==> config.mk <==
export PLATFORM = sky130hd
export DESIGN_NAME = ex_stage
export DESIGN_NICKNAME = d
export VERILOG_FILES = /design/src/ex_pkg.sv /design/src/ex_issue_if.sv /design/src/ex_result_if.sv /design/src/ex_dispatch.sv /design/src/int_alu.sv /design/src/mul_unit.sv /design/src/ex_result_merge.sv /design/src/ex_stage.sv
export SDC_FILE = /design/constraint.sdc
export NUM_CORES = 2
export LEC_CHECK = 0
export ABC_AREA = 0
export BUFFER_PORTS_ARGS = -buffer_cell sky130_fd_sc_hd__buf_2
export CAP_MARGIN = 30
export CORE_MARGIN = 1.5
export CORE_UTILIZATION = 35
export CTS_BUF_LIST = sky130_fd_sc_hd__clkbuf_8
export DETAILED_ROUTE_END_ITERATION = 6
export PLACE_DENSITY = 0.56
export RECOVER_POWER = 50
export REMOVE_ABC_BUFFERS = 1
export SETUP_SLACK_MARGIN = 0.3
export SLEW_MARGIN = 30
export SYNTH_ARGS = -nofsm -noshare
export SYNTH_HDL_FRONTEND = slang
export SYNTH_SLANG_ARGS = --single-unit
export TNS_END_PERCENT = 100
==> constraint.sdc <==
create_clock -name clk -period 60.4 [get_ports clk]
set_input_delay 12.08 -clock clk [delete_from_list [all_inputs] [get_ports clk]]
set_output_delay 12.08 -clock clk [all_outputs]
set_load 0.1 [all_outputs]
==> src/ex_pkg.sv <==
package ex_pkg;

    // Data path and field widths
    localparam int xlen   = 32;
    localparam int tag_w  = 8;   // Physical register tag
    localparam int ctrl_w = 7;
    localparam int op_w   = 7;
    localparam int f3_w   = 3;

    localparam logic [op_w-1:0] op_mul = 7'b0110011;  // Multiplier opcode

    // Control bit positions
    localparam int ctrl_branch = 0;  // Conditional branch
    localparam int ctrl_alt    = 1;  // SUB instead of ADD, SRA instead of SRL

    // Integer ALU func3
    localparam logic [f3_w-1:0] f3_add  = 3'b000;
    localparam logic [f3_w-1:0] f3_sll  = 3'b001;
    localparam logic [f3_w-1:0] f3_slt  = 3'b010;
    localparam logic [f3_w-1:0] f3_sltu = 3'b011;
    localparam logic [f3_w-1:0] f3_xor  = 3'b100;
    localparam logic [f3_w-1:0] f3_srl  = 3'b101;
    localparam logic [f3_w-1:0] f3_or   = 3'b110;
    localparam logic [f3_w-1:0] f3_and  = 3'b111;

    // Branch compare func3
    localparam logic [f3_w-1:0] f3_beq  = 3'b000;
    localparam logic [f3_w-1:0] f3_bne  = 3'b001;
    localparam logic [f3_w-1:0] f3_blt  = 3'b100;
    localparam logic [f3_w-1:0] f3_bge  = 3'b101;
    localparam logic [f3_w-1:0] f3_bltu = 3'b110;
    localparam logic [f3_w-1:0] f3_bgeu = 3'b111;

    // Multiply func3
    localparam logic [f3_w-1:0] f3_mul    = 3'b000;
    localparam logic [f3_w-1:0] f3_mulh   = 3'b001;  // Signed x signed
    localparam logic [f3_w-1:0] f3_mulhsu = 3'b010;  // Signed x unsigned
    localparam logic [f3_w-1:0] f3_mulhu  = 3'b011;  // Unsigned x unsigned

endpackage

==> src/ex_issue_if.sv <==
`timescale 1ns/10ps

interface ex_issue_if;

    logic                         valid;     // One-cycle issue strobe
    logic [ex_pkg::xlen-1:0]      operand1;
    logic [ex_pkg::xlen-1:0]      operand2;
    logic [ex_pkg::f3_w-1:0]      func3;
    logic [ex_pkg::xlen-1:0]      pc;
    logic [ex_pkg::xlen-1:0]      label;     // Branch immediate
    logic [ex_pkg::ctrl_w-1:0]    control;
    logic [ex_pkg::tag_w-1:0]     tag;       // Destination physical register

    // Dispatcher side
    modport src (
        output valid, operand1, operand2, func3, pc, label, control, tag
    );

    // Execution unit side
    modport dst (
        input valid, operand1, operand2, func3, pc, label, control, tag
    );

endinterface

==> src/ex_result_if.sv <==
`timescale 1ns/10ps

interface ex_result_if;

    logic                         valid;   // One-cycle completion strobe
    logic [ex_pkg::tag_w-1:0]     tag;
    logic [ex_pkg::xlen-1:0]      value;
    logic                         taken;   // Branches only
    logic [ex_pkg::xlen-1:0]      target;  // Branches only

    // Execution unit side
    modport src (
        output valid, tag, value, taken, target
    );

    // Merger side
    modport dst (
        input valid, tag, value, taken, target
    );

endinterface

==> src/ex_dispatch.sv <==
`timescale 1ns/10ps

module ex_dispatch (
    input  logic                       clk,
    input  logic                       reset,
    input  logic                       execute_on,
    input  logic [ex_pkg::op_w-1:0]    opcode,
    input  logic [ex_pkg::xlen-1:0]    operand1,
    input  logic [ex_pkg::xlen-1:0]    operand2,
    input  logic [ex_pkg::f3_w-1:0]    func3,
    input  logic [ex_pkg::xlen-1:0]    pc,
    input  logic [ex_pkg::xlen-1:0]    label,
    input  logic [ex_pkg::ctrl_w-1:0]  control,
    input  logic [ex_pkg::tag_w-1:0]   rd_tag,
    ex_issue_if.src                    alu_issue,
    ex_issue_if.src                    mul_issue
);

    logic to_mul;
    logic to_alu;

    assign to_mul = execute_on && (opcode == ex_pkg::op_mul);
    assign to_alu = execute_on && (opcode != ex_pkg::op_mul);  // All other opcodes

    always_ff @(posedge clk or posedge reset) begin
        if (reset) begin
            alu_issue.valid    <= 1'b0;
            alu_issue.operand1 <= '0;
            alu_issue.operand2 <= '0;
            alu_issue.func3    <= '0;
            alu_issue.pc       <= '0;
            alu_issue.label    <= '0;
            alu_issue.control  <= '0;
            alu_issue.tag      <= '0;
            mul_issue.valid    <= 1'b0;
            mul_issue.operand1 <= '0;
            mul_issue.operand2 <= '0;
            mul_issue.func3    <= '0;
            mul_issue.pc       <= '0;
            mul_issue.label    <= '0;
            mul_issue.control  <= '0;
            mul_issue.tag      <= '0;
        end else begin
            alu_issue.valid <= to_alu;
            mul_issue.valid <= to_mul;
            if (to_alu) begin
                alu_issue.operand1 <= operand1;
                alu_issue.operand2 <= operand2;
                alu_issue.func3    <= func3;
                alu_issue.pc       <= pc;
                alu_issue.label    <= label;
                alu_issue.control  <= control;
                alu_issue.tag      <= rd_tag;
            end
            if (to_mul) begin
                mul_issue.operand1 <= operand1;
                mul_issue.operand2 <= operand2;
                mul_issue.func3    <= func3;
                mul_issue.pc       <= pc;
                mul_issue.label    <= label;
                mul_issue.control  <= control;
                mul_issue.tag      <= rd_tag;
            end
        end
    end

    a_issue_exclusive: assert property (@(posedge clk) disable iff (reset)
        !(alu_issue.valid && mul_issue.valid));

endmodule

==> src/int_alu.sv <==
`timescale 1ns/10ps

module int_alu (
    input  logic       clk,
    input  logic       reset,
    ex_issue_if.dst    issue,
    ex_result_if.src   result
);

    logic [ex_pkg::xlen-1:0] a;
    logic [ex_pkg::xlen-1:0] b;
    logic [4:0]              shamt;      // Low bits of operand2
    logic [ex_pkg::xlen-1:0] sra_out;
    logic [ex_pkg::xlen-1:0] alu_out;
    logic                    cmp_taken;
    logic                    is_branch;
    logic                    alt;

    assign a         = issue.operand1;
    assign b         = issue.operand2;
    assign shamt     = issue.operand2[4:0];
    assign sra_out   = $signed(a) >>> shamt;
    assign is_branch = issue.control[ex_pkg::ctrl_branch];
    assign alt       = issue.control[ex_pkg::ctrl_alt];

    always_comb begin
        case (issue.func3)
            ex_pkg::f3_add:  alu_out = alt ? a - b : a + b;
            ex_pkg::f3_sll:  alu_out = a << shamt;
            ex_pkg::f3_slt:  alu_out = {{(ex_pkg::xlen-1){1'b0}}, $signed(a) < $signed(b)};
            ex_pkg::f3_sltu: alu_out = {{(ex_pkg::xlen-1){1'b0}}, a < b};
            ex_pkg::f3_xor:  alu_out = a ^ b;
            ex_pkg::f3_srl:  alu_out = alt ? sra_out : a >> shamt;
            ex_pkg::f3_or:   alu_out = a | b;
            default:         alu_out = a & b;  // f3_and
        endcase
    end

    always_comb begin
        case (issue.func3)
            ex_pkg::f3_beq:  cmp_taken = (a == b);
            ex_pkg::f3_bne:  cmp_taken = (a != b);
            ex_pkg::f3_blt:  cmp_taken = $signed(a) < $signed(b);
            ex_pkg::f3_bge:  cmp_taken = $signed(a) >= $signed(b);
            ex_pkg::f3_bltu: cmp_taken = a < b;
            ex_pkg::f3_bgeu: cmp_taken = a >= b;
            default:         cmp_taken = 1'b0;  // Undefined compare never branches
        endcase
    end

    always_ff @(posedge clk or posedge reset) begin
        if (reset) begin
            result.valid  <= 1'b0;
            result.tag    <= '0;
            result.value  <= '0;
            result.taken  <= 1'b0;
            result.target <= '0;
        end else begin
            result.valid <= issue.valid;
            if (issue.valid) begin
                result.tag    <= issue.tag;
                result.value  <= is_branch ? issue.pc + 4 : alu_out;  // Link value
                result.taken  <= is_branch && cmp_taken;
                result.target <= is_branch ? issue.pc + issue.label : '0;
            end
        end
    end

endmodule

==> src/mul_unit.sv <==
`timescale 1ns/10ps

module mul_unit (
    input  logic       clk,
    input  logic       reset,
    ex_issue_if.dst    issue,
    ex_result_if.src   result
);

    logic signed [ex_pkg::xlen:0]     a_ext;      // One extra bit for the sign
    logic signed [ex_pkg::xlen:0]     b_ext;
    logic signed [2*ex_pkg::xlen+1:0] prod_full;
    logic                             a_signed;
    logic                             b_signed;

    // Stage 1 registers
    logic                             s1_valid;
    logic [2*ex_pkg::xlen-1:0]        s1_prod;
    logic [ex_pkg::tag_w-1:0]         s1_tag;
    logic [ex_pkg::f3_w-1:0]          s1_func3;

    assign a_signed  = (issue.func3 == ex_pkg::f3_mulh) || (issue.func3 == ex_pkg::f3_mulhsu);
    assign b_signed  = (issue.func3 == ex_pkg::f3_mulh);
    assign a_ext     = {a_signed && issue.operand1[ex_pkg::xlen-1], issue.operand1};
    assign b_ext     = {b_signed && issue.operand2[ex_pkg::xlen-1], issue.operand2};
    assign prod_full = a_ext * b_ext;

    // No branch outcome from this unit
    assign result.taken  = 1'b0;
    assign result.target = '0;

    always_ff @(posedge clk or posedge reset) begin
        if (reset) begin
            s1_valid     <= 1'b0;
            s1_prod      <= '0;
            s1_tag       <= '0;
            s1_func3     <= '0;
            result.valid <= 1'b0;
            result.tag   <= '0;
            result.value <= '0;
        end else begin
            s1_valid     <= issue.valid;
            result.valid <= s1_valid;
            if (issue.valid) begin
                s1_prod  <= prod_full[2*ex_pkg::xlen-1:0];
                s1_tag   <= issue.tag;
                s1_func3 <= issue.func3;
            end
            if (s1_valid) begin
                result.tag <= s1_tag;
                case (s1_func3)
                    ex_pkg::f3_mulh,
                    ex_pkg::f3_mulhsu,
                    ex_pkg::f3_mulhu: result.value <= s1_prod[2*ex_pkg::xlen-1:ex_pkg::xlen];
                    default:          result.value <= s1_prod[ex_pkg::xlen-1:0];
                endcase
            end
        end
    end

endmodule

==> src/ex_result_merge.sv <==
`timescale 1ns/10ps

module ex_result_merge (
    input  logic                      clk,
    input  logic                      reset,
    ex_result_if.dst                  alu_res,
    ex_result_if.dst                  mul_res,
    output logic                      wb_valid,
    output logic [ex_pkg::tag_w-1:0]  wb_tag,
    output logic [ex_pkg::xlen-1:0]   wb_value,
    output logic                      wb_taken,
    output logic [ex_pkg::xlen-1:0]   wb_target
);

    typedef struct packed {
        logic [ex_pkg::tag_w-1:0] tag;
        logic [ex_pkg::xlen-1:0]  value;
        logic                     taken;
        logic [ex_pkg::xlen-1:0]  target;
    } wb_t;

    wb_t  alu_in, mul_in, hold_q, send, keep, wb_q;
    logic hold_valid;
    logic send_valid;
    logic keep_valid;  // Loser of this cycle goes to the hold slot

    assign alu_in = '{alu_res.tag, alu_res.value, alu_res.taken, alu_res.target};
    assign mul_in = '{mul_res.tag, mul_res.value, mul_res.taken, mul_res.target};

    always_comb begin
        send_valid = hold_valid || alu_res.valid || mul_res.valid;
        keep_valid = 1'b0;
        keep       = alu_in;
        if (hold_valid) begin  // Held entry has first claim
            send       = hold_q;
            keep_valid = alu_res.valid || mul_res.valid;
            keep       = mul_res.valid ? mul_in : alu_in;
        end else if (mul_res.valid) begin
            send       = mul_in;
            keep_valid = alu_res.valid;
        end else begin
            send       = alu_in;
        end
    end

    always_ff @(posedge clk or posedge reset) begin
        if (reset) begin
            wb_valid   <= 1'b0;
            wb_q       <= '0;
            hold_valid <= 1'b0;
            hold_q     <= '0;
        end else begin
            wb_valid   <= send_valid;
            hold_valid <= keep_valid;
            if (send_valid) wb_q <= send;
            if (keep_valid) hold_q <= keep;
        end
    end

    assign wb_tag    = wb_q.tag;
    assign wb_value  = wb_q.value;
    assign wb_taken  = wb_q.taken;
    assign wb_target = wb_q.target;

    // Single-issue spacing means a full hold slot never meets a second collision
    a_no_drop: assert property (@(posedge clk) disable iff (reset)
        hold_valid |-> !(alu_res.valid && mul_res.valid));

endmodule

==> src/ex_stage.sv <==
`timescale 1ns/10ps

module ex_stage (
    input  logic                       clk,
    input  logic                       reset,
    input  logic                       execute_on,
    input  logic [ex_pkg::op_w-1:0]    opcode,
    input  logic [ex_pkg::xlen-1:0]    operand1,
    input  logic [ex_pkg::xlen-1:0]    operand2,
    input  logic [ex_pkg::f3_w-1:0]    func3,
    input  logic [ex_pkg::xlen-1:0]    pc,
    input  logic [ex_pkg::xlen-1:0]    label,
    input  logic [ex_pkg::ctrl_w-1:0]  control,
    input  logic [ex_pkg::tag_w-1:0]   rd_tag,
    output logic                       wb_valid,
    output logic [ex_pkg::tag_w-1:0]   wb_tag,
    output logic [ex_pkg::xlen-1:0]    wb_value,
    output logic                       wb_taken,
    output logic [ex_pkg::xlen-1:0]    wb_target
);

    ex_issue_if  alu_issue ();
    ex_issue_if  mul_issue ();
    ex_result_if alu_res ();
    ex_result_if mul_res ();

    ex_dispatch u_dispatch (
        .clk, .reset, .execute_on, .opcode, .operand1, .operand2,
        .func3, .pc, .label, .control, .rd_tag,
        .alu_issue (alu_issue.src),
        .mul_issue (mul_issue.src)
    );

    int_alu u_int_alu (
        .clk, .reset,
        .issue  (alu_issue.dst),
        .result (alu_res.src)
    );

    mul_unit u_mul_unit (
        .clk, .reset,
        .issue  (mul_issue.dst),
        .result (mul_res.src)
    );

    ex_result_merge u_merge (
        .clk, .reset,
        .alu_res (alu_res.dst),
        .mul_res (mul_res.dst),
        .wb_valid, .wb_tag, .wb_value, .wb_taken, .wb_target
    );

endmodule

# Word level (Yosys, flattened, before mapping)
# Index checks and enable logic that the tools add are counted.
# op_classes
add_sub_neg,4
n_mul,1
div,0
order_cmp,4
eq_ne,16
shifts,3
mux,12
bitwise,3
reduce_logical,11
# ops
cell,count
one-hot mux 32 bit (7 select lines),1
two-way mux 73 bit,3
two-way mux 32 bit,5
adder 32 bit,2
greater-or-equal comparator 32 bit,2
less-than comparator 32 bit,2
multiplier 33 x 33 -> 64 bit,1
adder 32 x 3 -> 32 bit (second input constant),1
AND 32 bit,1
equality test 32 bit,1
!= test 32 bit,1
bitwise OR 32 bit,1
left shift 32 x 5 -> 32 bit,1
right shift 32 x 5 -> 32 bit,1
>>> shifter 32 x 5 -> 32 bit,1
subtractor 32 bit,1
bitwise XOR 32 bit,1
equality test 3 x 2 -> 1 bit (second input constant),5
equality test 3 bit (second input constant),4
equality test 3 x 1 -> 1 bit (second input constant),3
equality test 7 x 6 -> 1 bit (second input constant),1
!= test 7 x 6 -> 1 bit (second input constant),1
one-hot mux 1 bit (6 select lines),1
logical AND 1 bit,5
other kinds (4),8
# word_totals
ff_bits,557
latchBits,0
mem_bits_rw,0
rom_bits,0
in_bits,156
out_inout_bits,74
elab_cells,89
mem_count,0

# Longest topological paths before layout
# logic_depth
ltp_word,4
ltp_mapped,31
ltp_nobuf,30

# Hierarchy
# A second synthesis with hierarchy kept.
# hier_totals
cells_unflattened,7913
area_unflattened_um2,76751.1
# by_module_without_submodules
mod,n_inst,cells_per_inst,area_per_inst_um2,seq_area_each_um2
mul_unit,1,4650,43126.4,2927.8
int_alu,1,1898,14073.5,1851.8
ex_dispatch,1,626,10931.7,7357.1
ex_result_merge,1,739,8619.5,3703.6

# Worst setup path before layout
# OpenSTA, ideal clock, no wires.
# synth_timing
path_type,input port to flip-flop
from,input opcode[2] (netlist bit)
to,register u_dispatch.mul_issue.operand2[10]
setup_ns,0.066
arrival_ns,13.607
required_ns,60.334
path_slack_ns,46.727
path_stages,9
path_buffers,3
cell_sequence,nor4bb_1 > nand4b_1 > or2_2 > clkbuf_1 > inv_1 > clkbuf_1 > clkbuf_1 > nand2_1 > nand2_1
# synth_between
elab_chain_cells,2
# synth_lines
element,line_no,text
from (decl),ex_stage.sv:7,"input logic [ex_pkg::op_w-1:0] opcode,"
equality test 7 x 6 -> 1 bit,ex_dispatch.sv:22,assign to_mul = execute_on && (opcode == ex_pkg::op_mul);
logical AND 1 bit,ex_dispatch.sv:22,
to (decl),ex_issue_if.sv:16,"output valid, operand1, operand2, func3, pc, label, control, tag"
# No other way between the ends.
# A chain may end at the register's enable or synchronous reset.

# Worst setup path in the final report
# layout_timing
from,input opcode[2] (netlist bit)
to,register u_dispatch.alu_issue.operand2[31]
# layout_between
elab_chain_cells,2
# layout_lines
element,line_no,text
!= test 7 x 6 -> 1 bit,ex_dispatch.sv:23,assign to_alu = execute_on && (opcode != ex_pkg::op_mul);
logical AND 1 bit,ex_dispatch.sv:23,
to (decl),ex_issue_if.sv:16,
# No other way between the ends.

==> out/metrics.cfg <==
[status]
outcome = complete, but fails checks
violations = design-rule violations, max-capacitance violations, max-slew violations

[drt]
postRouteAntennaNets = 0
drt-pass1-iter-count = 7
wl_per_cell_um = 23.6
routed_wl_um = 252000
first_iter_violations = 4760
drc = 59
dr_total_vias = 56600
vias_per_cell = 5.30

[logic_synthesis]
synth-async-reset-ratio_pct = 100
netlist_area_um2 = 70400
ys_warn_count = 0
syn_inst = 7932
postSynthAreaPerCell_um2 = 8.88
ys_seq_area_share_pct = 19.8
yosysUniqueCellTypes = 82
ys_ff_latch = 557
ys.flop_type = dfrtp_1
synth_edf_count = 0

[place]
gp_congestion = 0.955
dp_hpwl_um = 187000
dp_slack_ns = 45.03
placed_cell_area_um2 = 74100
port_buffers = 224

[grt]
grt_pass1_wl_um = 383000
antenna_found_initial = 29
grt-ovfl-total = 0
grt_max_degree = 107
grt_pass1_vias = 59900
grt_usage_pct = 24.9

[hold_path]
whs_path_depth = 2
min_path_type = reg2reg

[sta]
fin_setup_tns_ns = 0
setup_viol = 0
drv_slew = 1040
slew_headroom_pct = -251
tightest_slew_ns = 5.27
hold_viol = 0
finalCriticalPeriod_ns = 17.95
post-route-period-util_pct = 29.7
setup_slack_ns = 42.45
finalClockSkew_ns = 0.0498
max_freq_mhz = 55.7
rsz0062_at_grt = false

[setup_path]
start_kind = input pin
critPathArrivalTime_ns = 18.57
crit_chain = buf_2 > nor4bb_1 > nand4b_1 > nand2_2 > clkbuf_1 > clkinvlp_2 > buf_4 > buf_4 > nand2_1 > o21ai_0
crit_path_max_incr_delay_ns = 2.74
critPathMaxFanout = 86
critPathKind = in2reg
worst-path-stages = 10
path_delay_family = buffers and inverters
ff2ff_path_depth = 27
cp_data_required_time_ns = 61.02
cp.buffers_inverters = 5
path_common_cell = buf_4
cp-end-kind = flip-flop
cp_slowest_cell = clkinvlp_2

[floorplanning]
initial_core_util_pct = 35.2
row_count = 164
dieArea_um2 = 204000
ios = 230
dieWidth_um = 452
design.core.area_um2 = 200000
fp.dieH_um = 452

[clocking]
ctsLongestPathBuffers = 3
hold_buffers = 0
cts_tree = yes
clkLatencyLatePin_ns = 0.82
post_cts_buffers = 0
numCtsBuffers = 105
htreeDepth = 3
cts_resized = 0
clk_pin_slew_ns = 0.06
clock_sinks = 557
clock-root-buffer = clkbuf_8

[cells_and_area]
area_growth_pct = 8.57
n_fill_cell = 20400
layout_common_cells = 1613 x nand2_1, 1296 x inv_1, 1128 x fa_1
design_area_um2 = 76500
drive_gt1_share_pct = 8.89
fin_nets = 9531
final_common_cell = nand2_1
post-route-util_pct = 38.3

[job]
max-cap-violations = 22

[power_and_ir_drop]
leakagePower_nw = 36.2
ir_worst_vdd_mv = 0.0142
power_per_cell_area_nw_per_um2 = 19.5

## layer usage
layer  part of all wire, %  track usage (%)
met4                   6.1             13.7
met5                 0.039                0
met3                   6.0             3.14
met1                    41             31.8
met2                    47             41.1
## cell usage after synthesis (all sizes together) (39+ instances only)
library cell | n | area [µm²]
nand3 | 61 | 305
a211oi | 39 | 293
inv | 1277 | 4790
dfrtp | 557 | 13900
xor2 | 48 | 420
a21oi | 337 | 1690
a31oi | 69 | 447
o21ai | 319 | 1600
mux2i | 138 | 1380
nor2 | 387 | 1450
fa | 1128 | 22600
and2 | 339 | 2120
xnor2 | 94 | 823
ha | 341 | 4270
mux2 | 80 | 901
mux4 | 62 | 1400
clkbuf | 447 | 1680
a21o | 72 | 541
nor3 | 58 | 290
nand2 | 1615 | 6060
## registers in the layout, indices dropped and copies added (netlist names), 32 cells and up
name                           flops
u_dispatch.alu_issue.operand2     32
u_merge.hold_q                    73
u_int_alu.result.target           32
u_dispatch.alu_issue.operand1     32
u_mul_unit.s1_prod                64
u_merge.wb_target                 32
u_merge.wb_value                  32
u_mul_unit.result.value           32
u_dispatch.mul_issue.operand1     32
u_dispatch.alu_issue.label        32
u_dispatch.mul_issue.operand2     32
u_dispatch.alu_issue.pc           32
u_int_alu.result.value            32
## worst reg2reg max path: cells and delay by family, from the launching register on
family / cells / cell delay [ns]
AO/OA/AOI/OAI: 4 / 1.00
AND/OR/NAND/NOR: 5 / 1.46
flip-flops: 1 / 0.33
adder cells (fa/ha/maj): 9 / 5.50
buffers and inverters: 7 / 3.99
XOR/XNOR: 1 / 0.41
multiplexers: 1 / 0.23
## where the power goes
part           switching, W  internal [W]
clock network      0.000183      0.000249
logic              0.000407      0.000178
registers         0.0000590      0.000415
total              0.000649      0.000842
## stage by stage
step	hold slack [ns]	std cells	total power, W
6_report	0.471	10700	0.00149
3_3_place_gp	0.454	10500	0.00105
5_1_grt	0.499	10700	0.00157
4_1_cts	0.476	10700	0.00150
3_5_place_dp	0.463	10500	0.00106
2_1_floorplan	0.440	7452	0.000836
## cells by family (layout without fill, tap and decap cells)
group                    Yosys count  after routing  share of synthesized area, %
AND/OR/NAND/NOR                 2612           2612                          16.0
adder cells (fa/ha/maj)         1469           1469                          38.1
AO/OA/AOI/OAI                   1109           1109                          9.75
XOR/XNOR                         142            142                          1.77
other                              0             14                             0
multiplexers                     280            280                          5.22
buffers and inverters           1763           1827                          9.42
flip-flops                       557            557                          19.8
## worst paths after layout
| path | slack [ns] | start | endpoint |
|---|---|---|---|
| max | 42.45 | opcode[2] | u_dispatch.alu_issue.operand2[31] |
| min | 0.47 | u_merge.wb_tag[0] | u_merge.wb_tag[0] |
| max reg2reg | 47.45 | u_dispatch.mul_issue.operand1[31] | u_mul_unit.s1_prod[63] |
| min reg2reg | 0.47 | u_merge.wb_tag[0] | u_merge.wb_tag[0] |
| max in group asynchronous | 42.51 | reset | u_dispatch.mul_issue.operand2[4] |
| min in group asynchronous | 12.86 | reset | u_merge.wb_target[16] |
## layout make-up
type / instances / area [µm²] / share of cell area [%]
sequential: 557 / 14000 / 18.3
clock inverter: 52 / 474 / 0.620
antenna: 14 / 35.0 / 0.0458
clock buffer: 145 / 2000 / 2.61
timing repair buffer: 347 / 1990 / 2.60
multi-input combinational: 5612 / 49900 / 65.2
inverter: 1283 / 4820 / 6.30
tap: 2656 / 3320 / 4.35
No activity file was read; power rests on OpenSTA's default activity.
